### src/design/soc_pkg.sv
// Shared widths and types for the peripheral subsystem
// APB address map, GPIO register offsets, AXI response codes
`default_nettype none

package soc_pkg;

    localparam int AXI_ADDR_WIDTH = 12;
    localparam int DATA_WIDTH     = 32;
    localparam int STRB_WIDTH     = DATA_WIDTH / 8;

    // Slots 0 and 1 are GPIO and the rest unmapped
    localparam int APB_DEV_COUNT = 4;
    localparam int DEV_SEL_MSB   = 9;
    localparam int DEV_SEL_LSB   = 8;
    localparam int REG_OFS_WIDTH = 8;

    localparam int GPIO_WIDTH = 32;
    localparam int IRQ_COUNT  = 2;

    // GPIO register offsets
    localparam logic [REG_OFS_WIDTH-1:0] REG_DATA_OUT   = 8'h00;
    localparam logic [REG_OFS_WIDTH-1:0] REG_DIR        = 8'h04;
    localparam logic [REG_OFS_WIDTH-1:0] REG_DATA_IN    = 8'h08;  // Read only
    localparam logic [REG_OFS_WIDTH-1:0] REG_IRQ_EN     = 8'h0C;
    localparam logic [REG_OFS_WIDTH-1:0] REG_IRQ_STATUS = 8'h10;  // W1C

    typedef logic [AXI_ADDR_WIDTH-1:0] addr_t;
    typedef logic [DATA_WIDTH-1:0]     data_t;
    typedef logic [STRB_WIDTH-1:0]     strb_t;
    typedef logic [1:0]                resp_t;
    typedef logic [GPIO_WIDTH-1:0]     gpio_t;
    typedef logic [IRQ_COUNT-1:0]      irq_vec_t;

    localparam resp_t RESP_OKAY   = 2'b00;
    localparam resp_t RESP_SLVERR = 2'b10;

endpackage

`default_nettype wire

### src/design/apb_decoder.sv
// APB slot decoder
// One-hot slot select from the device field, response mux back
`timescale 1ns/1ps
`default_nettype none

module apb_decoder (
    input  wire                  psel_i,
    input  wire soc_pkg::addr_t  paddr_i,
    output logic [soc_pkg::APB_DEV_COUNT-1:0] slot_psel_o,
    input  wire soc_pkg::data_t  slot_prdata_i [soc_pkg::APB_DEV_COUNT],
    input  wire [soc_pkg::APB_DEV_COUNT-1:0]  slot_pready_i,
    input  wire [soc_pkg::APB_DEV_COUNT-1:0]  slot_pslverr_i,
    output soc_pkg::data_t       prdata_o,
    output logic                 pready_o,
    output logic                 pslverr_o
);

    import soc_pkg::*;

    logic [DEV_SEL_MSB-DEV_SEL_LSB:0] dev;

    assign dev = paddr_i[DEV_SEL_MSB:DEV_SEL_LSB];

    always_comb begin
        slot_psel_o = '0;
        if (psel_i) begin
            slot_psel_o = APB_DEV_COUNT'(1) << dev;
        end
    end

    // Response from whichever slot the address points at
    always_comb begin
        prdata_o  = slot_prdata_i[dev];
        pready_o  = slot_pready_i[dev];
        pslverr_o = slot_pslverr_i[dev];
    end

    // Never more than one slave selected
    always_comb begin
        a_sel_onehot : assert ($onehot0(slot_psel_o))
            else $error("apb_decoder: several slots selected %b", slot_psel_o);
    end

endmodule

`default_nettype wire

### src/design/axi_lite_apb_bridge.sv
// AXI-Lite slave to APB master bridge
// One outstanding transaction, four-state FSM
`timescale 1ns/1ps
`default_nettype none

module axi_lite_apb_bridge (
    input  wire                  clk,
    input  wire                  rst_n_i,
    // AXI-Lite write
    input  wire                  awvalid_i,
    input  wire soc_pkg::addr_t  awaddr_i,
    output logic                 awready_o,
    input  wire                  wvalid_i,
    input  wire soc_pkg::data_t  wdata_i,
    input  wire soc_pkg::strb_t  wstrb_i,
    output logic                 wready_o,
    output logic                 bvalid_o,
    output soc_pkg::resp_t       bresp_o,
    input  wire                  bready_i,
    // AXI-Lite read
    input  wire                  arvalid_i,
    input  wire soc_pkg::addr_t  araddr_i,
    output logic                 arready_o,
    output logic                 rvalid_o,
    output soc_pkg::data_t       rdata_o,
    output soc_pkg::resp_t       rresp_o,
    input  wire                  rready_i,
    // APB master
    output logic                 psel_o,
    output logic                 penable_o,
    output soc_pkg::addr_t       paddr_o,
    output logic                 pwrite_o,
    output soc_pkg::data_t       pwdata_o,
    output soc_pkg::strb_t       pstrb_o,
    input  wire soc_pkg::data_t  prdata_i,
    input  wire                  pready_i,
    input  wire                  pslverr_i
);

    import soc_pkg::*;

    typedef enum logic [1:0] {
        ST_IDLE,
        ST_SETUP,
        ST_ACCESS,
        ST_RESP
    } state_t;

    state_t state_q;
    logic   is_write_q;
    logic   wr_req;
    logic   resp_taken;
    addr_t  paddr_q;
    data_t  pwdata_q;
    strb_t  pstrb_q;
    data_t  rdata_q;
    resp_t  resp_q;

    // Write needs both channels; it wins over a read in the same cycle
    assign wr_req    = awvalid_i && wvalid_i;
    assign awready_o = (state_q == ST_IDLE) && wr_req;
    assign wready_o  = awready_o;
    assign arready_o = (state_q == ST_IDLE) && arvalid_i && !wr_req;

    assign resp_taken = is_write_q ? bready_i : rready_i;

    always_ff @(posedge clk or negedge rst_n_i) begin
        if (!rst_n_i) begin
            state_q    <= ST_IDLE;
            is_write_q <= 1'b0;
        end else begin
            case (state_q)
                ST_IDLE: begin
                    if (awready_o || arready_o) begin
                        state_q    <= ST_SETUP;
                        is_write_q <= awready_o;
                    end
                end
                ST_SETUP:  state_q <= ST_ACCESS;
                ST_ACCESS: begin
                    if (pready_i) begin
                        state_q <= ST_RESP;
                    end
                end
                default: begin
                    if (resp_taken) begin
                        state_q <= ST_IDLE;
                    end
                end
            endcase
        end
    end

    // Request and response payload
    always_ff @(posedge clk) begin
        if (awready_o) begin
            paddr_q  <= awaddr_i;
            pwdata_q <= wdata_i;
            pstrb_q  <= wstrb_i;
        end else if (arready_o) begin
            paddr_q <= araddr_i;
            pstrb_q <= '0;  // APB reads carry no strobes
        end
        if (state_q == ST_ACCESS && pready_i) begin
            rdata_q <= is_write_q ? '0 : prdata_i;
            resp_q  <= pslverr_i ? RESP_SLVERR : RESP_OKAY;
        end
    end

    assign psel_o    = (state_q == ST_SETUP) || (state_q == ST_ACCESS);
    assign penable_o = (state_q == ST_ACCESS);
    assign paddr_o   = paddr_q;
    assign pwrite_o  = is_write_q;
    assign pwdata_o  = pwdata_q;
    assign pstrb_o   = pstrb_q;

    assign bvalid_o = (state_q == ST_RESP) && is_write_q;
    assign rvalid_o = (state_q == ST_RESP) && !is_write_q;
    assign bresp_o  = resp_q;
    assign rresp_o  = resp_q;
    assign rdata_o  = rdata_q;

    // Access phase only ever follows a setup phase
    a_penable_after_setup : assert property (@(posedge clk) disable iff (!rst_n_i)
        penable_o |-> psel_o && $past(psel_o));

    a_bresp_hold : assert property (@(posedge clk) disable iff (!rst_n_i)
        bvalid_o && !bready_i |=> bvalid_o && $stable(bresp_o));

    a_rresp_hold : assert property (@(posedge clk) disable iff (!rst_n_i)
        rvalid_o && !rready_i |=> rvalid_o && $stable(rdata_o) && $stable(rresp_o));

endmodule

`default_nettype wire

### src/design/gpio_apb.sv
// GPIO register block on APB
// Output, direction, input, irq enable and irq status registers
// Two-flop input synchronizer, rising edge interrupts
`timescale 1ns/1ps
`default_nettype none

module gpio_apb (
    input  wire                  clk,
    input  wire                  rst_n_i,
    input  wire                  psel_i,
    input  wire                  penable_i,
    input  wire                  pwrite_i,
    input  wire soc_pkg::addr_t  paddr_i,
    input  wire soc_pkg::data_t  pwdata_i,
    input  wire soc_pkg::strb_t  pstrb_i,
    output soc_pkg::data_t       prdata_o,
    output logic                 pready_o,
    output logic                 pslverr_o,
    input  wire soc_pkg::gpio_t  gpio_in_i,
    output soc_pkg::gpio_t       gpio_out_o,
    output soc_pkg::gpio_t       gpio_dir_o,
    output logic                 irq_o
);

    import soc_pkg::*;

    logic [REG_OFS_WIDTH-1:0] ofs;
    logic  wr_en;
    data_t wr_mask;
    gpio_t data_out_q;
    gpio_t dir_q;
    gpio_t irq_en_q;
    gpio_t irq_status_q;
    gpio_t sync1_q;
    gpio_t data_in_q;     // Second sync stage
    gpio_t in_prev_q;
    gpio_t rise;
    gpio_t status_clr;

    // Byte lanes enabled by the strobes
    function automatic data_t strb_to_mask(input strb_t strb);
        data_t mask;
        for (int i = 0; i < STRB_WIDTH; i++) begin
            mask[i*8 +: 8] = {8{strb[i]}};
        end
        return mask;
    endfunction

    assign ofs     = paddr_i[REG_OFS_WIDTH-1:0];
    assign wr_en   = psel_i && penable_i && pwrite_i;  // Always ready
    assign wr_mask = strb_to_mask(pstrb_i);

    assign rise       = data_in_q & ~in_prev_q;
    assign status_clr = (wr_en && ofs == REG_IRQ_STATUS) ? (pwdata_i & wr_mask) : '0;

    always_ff @(posedge clk or negedge rst_n_i) begin
        if (!rst_n_i) begin
            sync1_q   <= '0;
            data_in_q <= '0;
            in_prev_q <= '0;
        end else begin
            sync1_q   <= gpio_in_i;
            data_in_q <= sync1_q;
            in_prev_q <= data_in_q;
        end
    end

    always_ff @(posedge clk or negedge rst_n_i) begin
        if (!rst_n_i) begin
            data_out_q   <= '0;
            dir_q        <= '0;
            irq_en_q     <= '0;
            irq_status_q <= '0;
        end else begin
            if (wr_en) begin
                case (ofs)
                    REG_DATA_OUT: data_out_q <= (data_out_q & ~wr_mask) | (pwdata_i & wr_mask);
                    REG_DIR:      dir_q      <= (dir_q & ~wr_mask) | (pwdata_i & wr_mask);
                    REG_IRQ_EN:   irq_en_q   <= (irq_en_q & ~wr_mask) | (pwdata_i & wr_mask);
                    default: ;  // Data in and unknown offsets ignore writes
                endcase
            end
            // New edge wins over a clear in the same cycle
            irq_status_q <= (irq_status_q & ~status_clr) | rise;
        end
    end

    always_comb begin
        case (ofs)
            REG_DATA_OUT:   prdata_o = data_out_q;
            REG_DIR:        prdata_o = dir_q;
            REG_DATA_IN:    prdata_o = data_in_q;
            REG_IRQ_EN:     prdata_o = irq_en_q;
            REG_IRQ_STATUS: prdata_o = irq_status_q;
            default:        prdata_o = '0;
        endcase
    end

    assign pready_o   = 1'b1;
    assign pslverr_o  = 1'b0;
    assign gpio_out_o = data_out_q;
    assign gpio_dir_o = dir_q;
    assign irq_o      = |(irq_status_q & irq_en_q);

    a_wdata_known : assert property (@(posedge clk) disable iff (!rst_n_i)
        wr_en |-> !$isunknown(pwdata_i));

endmodule

`default_nettype wire

### src/design/perip_soc_top.sv
// Peripheral subsystem top
// AXI-Lite to APB bridge, slot decoder, two GPIO blocks, irq vector
`timescale 1ns/1ps
`default_nettype none

module perip_soc_top (
    input  wire                    clk,
    input  wire                    rst_n_i,
    input  wire                    awvalid_i,
    input  wire soc_pkg::addr_t    awaddr_i,
    output wire                    awready_o,
    input  wire                    wvalid_i,
    input  wire soc_pkg::data_t    wdata_i,
    input  wire soc_pkg::strb_t    wstrb_i,
    output wire                    wready_o,
    output wire                    bvalid_o,
    output wire soc_pkg::resp_t    bresp_o,
    input  wire                    bready_i,
    input  wire                    arvalid_i,
    input  wire soc_pkg::addr_t    araddr_i,
    output wire                    arready_o,
    output wire                    rvalid_o,
    output wire soc_pkg::data_t    rdata_o,
    output wire soc_pkg::resp_t    rresp_o,
    input  wire                    rready_i,
    input  wire soc_pkg::gpio_t    gpio0_in_i,
    output wire soc_pkg::gpio_t    gpio0_out_o,
    output wire soc_pkg::gpio_t    gpio0_dir_o,
    input  wire soc_pkg::gpio_t    gpio1_in_i,
    output wire soc_pkg::gpio_t    gpio1_out_o,
    output wire soc_pkg::gpio_t    gpio1_dir_o,
    output wire soc_pkg::irq_vec_t irq_o
);

    import soc_pkg::*;

    wire        psel;
    wire        penable;
    wire addr_t paddr;
    wire        pwrite;
    wire data_t pwdata;
    wire strb_t pstrb;
    wire data_t prdata;
    wire        pready;
    wire        pslverr;
    wire        gpio0_irq;
    wire        gpio1_irq;

    wire [APB_DEV_COUNT-1:0] slot_psel;
    wire data_t              slot_prdata [APB_DEV_COUNT];
    wire [APB_DEV_COUNT-1:0] slot_pready;
    wire [APB_DEV_COUNT-1:0] slot_pslverr;

    axi_lite_apb_bridge u_bridge (
        .clk       (clk),
        .rst_n_i   (rst_n_i),
        .awvalid_i (awvalid_i),
        .awaddr_i  (awaddr_i),
        .awready_o (awready_o),
        .wvalid_i  (wvalid_i),
        .wdata_i   (wdata_i),
        .wstrb_i   (wstrb_i),
        .wready_o  (wready_o),
        .bvalid_o  (bvalid_o),
        .bresp_o   (bresp_o),
        .bready_i  (bready_i),
        .arvalid_i (arvalid_i),
        .araddr_i  (araddr_i),
        .arready_o (arready_o),
        .rvalid_o  (rvalid_o),
        .rdata_o   (rdata_o),
        .rresp_o   (rresp_o),
        .rready_i  (rready_i),
        .psel_o    (psel),
        .penable_o (penable),
        .paddr_o   (paddr),
        .pwrite_o  (pwrite),
        .pwdata_o  (pwdata),
        .pstrb_o   (pstrb),
        .prdata_i  (prdata),
        .pready_i  (pready),
        .pslverr_i (pslverr)
    );

    apb_decoder u_decoder (
        .psel_i         (psel),
        .paddr_i        (paddr),
        .slot_psel_o    (slot_psel),
        .slot_prdata_i  (slot_prdata),
        .slot_pready_i  (slot_pready),
        .slot_pslverr_i (slot_pslverr),
        .prdata_o       (prdata),
        .pready_o       (pready),
        .pslverr_o      (pslverr)
    );

    gpio_apb u_gpio0 (
        .clk        (clk),
        .rst_n_i    (rst_n_i),
        .psel_i     (slot_psel[0]),
        .penable_i  (penable),
        .pwrite_i   (pwrite),
        .paddr_i    (paddr),
        .pwdata_i   (pwdata),
        .pstrb_i    (pstrb),
        .prdata_o   (slot_prdata[0]),
        .pready_o   (slot_pready[0]),
        .pslverr_o  (slot_pslverr[0]),
        .gpio_in_i  (gpio0_in_i),
        .gpio_out_o (gpio0_out_o),
        .gpio_dir_o (gpio0_dir_o),
        .irq_o      (gpio0_irq)
    );

    gpio_apb u_gpio1 (
        .clk        (clk),
        .rst_n_i    (rst_n_i),
        .psel_i     (slot_psel[1]),
        .penable_i  (penable),
        .pwrite_i   (pwrite),
        .paddr_i    (paddr),
        .pwdata_i   (pwdata),
        .pstrb_i    (pstrb),
        .prdata_o   (slot_prdata[1]),
        .pready_o   (slot_pready[1]),
        .pslverr_o  (slot_pslverr[1]),
        .gpio_in_i  (gpio1_in_i),
        .gpio_out_o (gpio1_out_o),
        .gpio_dir_o (gpio1_dir_o),
        .irq_o      (gpio1_irq)
    );

    // Slots above the GPIOs answer at once with an error
    for (genvar s = 2; s < APB_DEV_COUNT; s++) begin : g_unmapped
        assign slot_prdata[s]  = '0;
        assign slot_pready[s]  = 1'b1;
        assign slot_pslverr[s] = 1'b1;
    end

    assign irq_o = {gpio1_irq, gpio0_irq};

endmodule

`default_nettype wire

### config.mk
export PLATFORM = sky130hd
export DESIGN_NAME = perip_soc_top
export DESIGN_NICKNAME = d
export VERILOG_FILES = /design/src/design/soc_pkg.sv /design/src/design/apb_decoder.sv /design/src/design/axi_lite_apb_bridge.sv /design/src/design/gpio_apb.sv /design/src/design/perip_soc_top.sv
export SDC_FILE = /design/constraint.sdc
export NUM_CORES = 1
export LEC_CHECK = 0
export BUFFER_PORTS_ARGS = -buffer_cell sky130_fd_sc_hd__buf_2
export CORE_MARGIN = 4
export CORE_UTILIZATION = 54
export CTS_CLUSTER_DIAMETER = 120
export CTS_CLUSTER_SIZE = 16
export DETAILED_ROUTE_END_ITERATION = 6
export HOLD_SLACK_MARGIN = 0.03
export PLACE_DENSITY = 0.77
export SLEW_MARGIN = 15
export SYNTH_ARGS = -nofsm -noshare
export SYNTH_HDL_FRONTEND = slang
export SYNTH_HIERARCHICAL = 1
export SYNTH_SLANG_ARGS = --single-unit
export TNS_END_PERCENT = 30
### constraint.sdc
create_clock -name clk -period 8.5 [get_ports clk]
set_input_delay 1.7 -clock clk [delete_from_list [all_inputs] [get_ports clk]]
set_output_delay 1.7 -clock clk [all_outputs]
set_load 0.03 [all_outputs]
==> flow_metrics.env, run 1 <==
export IMPL_grt_ovfl_total=0
export IMPL_whs_path_depth=0
export IMPL_synth_cell_area_sq_um=22700
export IMPL_min_from="u_gpio0/sync1_q[13]"
export IMPL_die_w_um=213
export IMPL_worst_slack_ns=3.40
export IMPL_via_per_inst=6.30
export IMPL_crit_top_cell="buf_2"
export IMPL_max_freq_mhz=196
export IMPL_tns_ns=0
export IMPL_critPathSlowestCell="buf_4"
export IMPL_first_iter_violations=2001
export IMPL_layout_commonest_cell="dfrtp_1"
export IMPL_final_period_utilization_pct=60.0
export IMPL_h_tree_depth=2
export IMPL_ys_warnings_count=6
export IMPL_ir_drop_mv=0.254
export IMPL_postCtsSetupRepairBufs=0
export IMPL_final_cell_mix="451 x dfrtp_1, 294 x buf_2, 206 x mux2_2"
export IMPL_cp_start_kind="input pin"
export IMPL_grt_use_total_pct=29.2
export IMPL_p_leak_nw=12.1
export IMPL_power_switching_w=0.00167
export IMPL_worst_ep_required_time_ns=6.80
export IMPL_wire_per_inst_um=26.5
export IMPL_final_min_clock_period_ns=5.10
export IMPL_slew_violations=0
export IMPL_drc_errors=1
export IMPL_worstReg2RegStart="u_bridge/paddr_o[2]"
export IMPL_worstPathCellList="buf_2 > nand3_1 > inv_2 > buf_4 > buf_2"
export IMPL_cp_top_family="buffers and inverters"
export IMPL_root_buffer="clkbuf_16"
export IMPL_reg2regPathDepth=8
export IMPL_clock_latency_ns=0.59
export IMPL_nets=2122
export IMPL_violations="design-rule violations"
export IMPL_cp_buffers_inverters=4
export IMPL_outcome="complete, but fails checks"
export IMPL_antenna_found_initial=1
export IMPL_seqPwrFrac_pct=51.4
export IMPL_rsz0062_at_grt="no"
export IMPL_drive_gt1_share_pct=32.5
export IMPL_cap_violations=0
export IMPL_diodes=0
export IMPL_relSlewSlack_pct=20.1
export IMPL_initial_core_util_pct=55.2
export IMPL_cts_hold_buffers=0
export IMPL_cts_buffers=39
export IMPL_core_area_sq_um=41200
export IMPL_end_kind="output port"
export IMPL_final_cell_area_sq_um=25800
export IMPL_placed_cell_area_sq_um=24700
export IMPL_powerDensity_nw_per_um2=216
export IMPL_path_clk_slew_ns=0.07
export IMPL_grt_max_degree=180
export IMPL_p_int_w=0.00390
export IMPL_p_comb_share_pct=17.1
export IMPL_first_pass_iters=7
export IMPL_cts_tree="built"
export IMPL_pwr_share_clk_pct=31.5
export IMPL_cts_sinks=530
export IMPL_postSynthCellCount=1675
export IMPL_report_final_setup_viol=0
export IMPL_ant_nets=0
export IMPL_cts_resized=0
export IMPL_swShare_pct=30.0
export IMPL_fp_dieH_um=213
export IMPL_crit_fanout=37
export IMPL_wl_um=67200
export IMPL_critPathKind="in2out"
export IMPL_whs_ns=0.342
export IMPL_place_ws_ns=3.42
export IMPL_worstMarginPinSlew_ns=1.20
export IMPL_dp_hpwl_um=46300
export IMPL_ff2ff_setup_slack_ns=4.47
export IMPL_r2r_end="u_bridge/rdata_o[1]"
export IMPL_rows=74
export IMPL_dieArea_sq_um=45500
export IMPL_grt_pass1_vias=15810
export IMPL_area_growth_pct=13.6
export IMPL_clock_skew_ns=0.0317
export IMPL_gp_congestion=0.910
export IMPL_pin_count=302
export IMPL_hold_path_end="u_gpio0/data_in_q[13]"
export IMPL_placed_cells=2477
export IMPL_clk_path_buf_depth=3
export IMPL_port_buffers=295
export IMPL_critical_path_max_stage_delay_ns=0.49
export IMPL_hold_viol=0
export IMPL_grt_pass1_wl_um=99000
export IMPL_avgSynthCellArea_sq_um=13.6
export IMPL_vias=15982
export IMPL_arrival_ns=3.40
export IMPL_min_path_type="reg2reg"
export IMPL_finalNonFillerCells=2537
-- routing by layer --
metal	vias to the layer above	share of wire, %	track usage [%]
met1	8103	39	40.9
met4	0	4.5	11.7
met2	942	47	46.1
met5	-	0	0
li1	6787	-	-
met3	150	9.5	5.13
-- power by group through the flow --
| stage | Sequential (W) | Combinational, W | Clock [W] |
|---|---|---|---|
| finish | 0.00287 | 0.000951 | 0.00176 |
| global route | 0.00287 | 0.00102 | 0.00188 |
| CTS | 0.00286 | 0.000940 | 0.00178 |
| detailed placement | 0.00291 | 0.000938 | 0 |
| global placement | 0.00291 | 0.000910 | 0 |
| floorplan | 0.00292 | 0.000595 | 0 |
-- worst max path at each step --
stage	start	endpoint	cells after the start
CTS	awvalid_i	wready_o	5
global placement	awvalid_i	wready_o	5
detailed placement	awvalid_i	wready_o	5
finish	awvalid_i	wready_o	5
global route	awvalid_i	wready_o	5
floorplan	awvalid_i	wready_o	4
-- through the flow --
stage	utilization (%)	power [W]
3_3_place_gp	60.0	0.00382
4_1_cts	62.7	0.00559
2_1_floorplan	-	0.00352
6_report	62.7	0.00557
5_1_grt	62.7	0.00577
3_5_place_dp	60.0	0.00385
-- cell type report --
| cell class | instances | area, sq um |
|---|---|---|
| Clock inverter | 3 | 41.3 |
| Sequential cell | 530 | 13700 |
| Inverter | 71 | 267 |
| Clock buffer | 57 | 1060 |
| Fill cell | 3122 | 15400 |
| Timing Repair Buffer | 320 | 1710 |
| Tap cell | 532 | 666 |
| Multi-Input combinational cell | 1024 | 8420 |
-- worst reg2reg max path: cells and delay by family, from the launching register on --
family | cells | cell delay, ns
buffers and inverters | 3 | 1.71
AND/OR/NAND/NOR | 3 | 0.94
multiplexers | 1 | 0.46
AO/OA/AOI/OAI | 1 | 0.35
flip-flops | 1 | 0.33
(Power assumes the default switching activity.)
==> run 2, diff against run 1 <==
==> constraint.sdc (replaced) <==
create_clock -name clk -period 4.7 [get_ports clk]
set_input_delay 0.94 -clock clk [delete_from_list [all_inputs] [get_ports clk]]
set_output_delay 0.94 -clock clk [all_outputs]
set_load 0.03 [all_outputs]
==> flow_metrics.env, run 2 (same netlist as run 1, synthesis figures left out) <==
export IMPL_final_min_clock_period_ns=3.39
export IMPL_grt_use_total_pct=29.1
export IMPL_gp_congestion=0.909
export IMPL_grt_pass1_wl_um=99200
export IMPL_nets=2130
export IMPL_dp_hpwl_um=46600
export IMPL_powerDensity_nw_per_um2=390
export IMPL_cts_hold_buffers=0
export IMPL_cap_violations=0
export IMPL_clock_latency_ns=0.57
export IMPL_wire_per_inst_um=26.2
export IMPL_max_freq_mhz=295
export IMPL_fin_util_pct=62.9
export IMPL_antenna_found_initial=0
export IMPL_hold_viol=0
export IMPL_first_iter_violations=1843
export IMPL_final_period_utilization_pct=72.1
export IMPL_h_tree_depth=2
export IMPL_arrival_ns=3.70
export IMPL_pin_count=302
export IMPL_ant_nets=0
export IMPL_cts_tree="built"
export IMPL_wl_um=66700
export IMPL_worst_ep_required_time_ns=5.01
export IMPL_core_area_sq_um=41200
export IMPL_p_leak_nw=12.1
export IMPL_initial_core_util_pct=55.2
export IMPL_layout_commonest_cell="dfrtp_1"
export IMPL_rows=74
export IMPL_grt_ovfl_total=0
export IMPL_die_w_um=213
export IMPL_postCtsSetupRepairBufs=0
export IMPL_relSlewSlack_pct=18.7
export IMPL_diodes=0
export IMPL_critPathKind="reg2reg"
export IMPL_crit_fanout=45
export IMPL_drive_gt1_share_pct=32.7
export IMPL_outcome="finished clean"
export IMPL_cp_start_kind="flip-flop"
export IMPL_clk_path_buf_depth=3
export IMPL_cts_buffers=39
export IMPL_worstMarginPinSlew_ns=1.22
export IMPL_clock_skew_ns=0.0227
export IMPL_rsz0062_at_grt="no"
export IMPL_grt_max_degree=113
export IMPL_grt_pass1_vias=15740
export IMPL_ff2ff_setup_slack_ns=1.31
export IMPL_cts_sinks=530
export IMPL_drc_errors=0
export IMPL_port_buffers=295
export IMPL_cts_resized=0
export IMPL_root_buffer="clkbuf_16"
export IMPL_final_cell_mix="451 x dfrtp_1, 294 x buf_2, 206 x mux2_2"
export IMPL_dieArea_sq_um=45500
export IMPL_slew_violations=0
export IMPL_fp_dieH_um=213
export IMPL_vias=15902
export IMPL_tns_ns=0
export IMPL_first_pass_iters=5
export IMPL_end_kind="flip-flop"
export IMPL_min_path_type="reg2reg"
export IMPL_path_clk_slew_ns=0.07
export IMPL_area_growth_pct=13.9
export IMPL_via_per_inst=6.25
export IMPL_report_final_setup_viol=0
export IMPL_nFillCells=3127
export IMPL_ir_drop_mv=0.304
run 2: per-stage QoR:
step                      worst slack [ns]  hold slack [ns]  area [sq um]  cells  power (W)
after floorplan                      0.870            0.331         23000   1742    0.00636
after global placement                1.44            0.335         24800   2485    0.00692
after detailed placement              1.40            0.335         24800   2485    0.00696
after CTS                             1.40            0.338         25900   2546     0.0101
after global routing                  1.25            0.340         25900   2546     0.0105
final                                 1.31            0.340         25900   2546     0.0101
run 2: where the power goes:
part           total [W]  switching [W]  leakage (nW)  internal (W)
clock network    0.00318        0.00157         0.535       0.00161
logic            0.00166        0.00112          5.36      0.000542
registers        0.00525       0.000308          6.25       0.00494
total             0.0101        0.00300          12.1       0.00710
run 2: final timing paths:
| kind | startpoint | end | cells past startpoint |
|---|---|---|---|
| min in group asynchronous | rst_n_i | async pin | 1 |
| hold reg to reg | u_gpio0/sync1_q[29] | u_gpio0/data_in_q[29] | 0 |
| max in group asynchronous | rst_n_i | async pin | 2 |
| setup reg to reg | u_bridge/paddr_o[7] | u_bridge/rdata_o[26] | 6 |
| hold / removal | u_gpio0/sync1_q[29] | u_gpio0/data_in_q[29] | 0 |
| setup / recovery | u_bridge/paddr_o[7] | u_bridge/rdata_o[26] | 6 |
run 2: layout make-up:
type / count / area (sq um) / share of cell area (%)
clock buffers: 60 / 1100 / 4.24
clock inverters: 1 / 16.3 / 0.0628
inverters: 71 / 267 / 1.03
multi-input cells: 1024 / 8420 / 32.5
flip-flops and latches: 530 / 13700 / 52.7
well taps: 532 / 666 / 2.57
repair buffers: 328 / 1780 / 6.89
run 2: layer usage:
metal  track usage, %  wire length (um)  up-vias
li1                 -                 -     6796
met2             44.9             31000      926
met5                0                 0        -
met4             12.1              2970        0
met3             6.46              6920      126
met1             40.6             25800     8054
run 2: worst max-delay path, cell delays in order, from the launching register on:
cell and delay [ns]:
edfxtp_1 0.75, or3_2 0.98, buf_4 0.35, nor3_1 0.07, a221o_1 0.34, mux4_2 0.48
nor2b_1 0.14
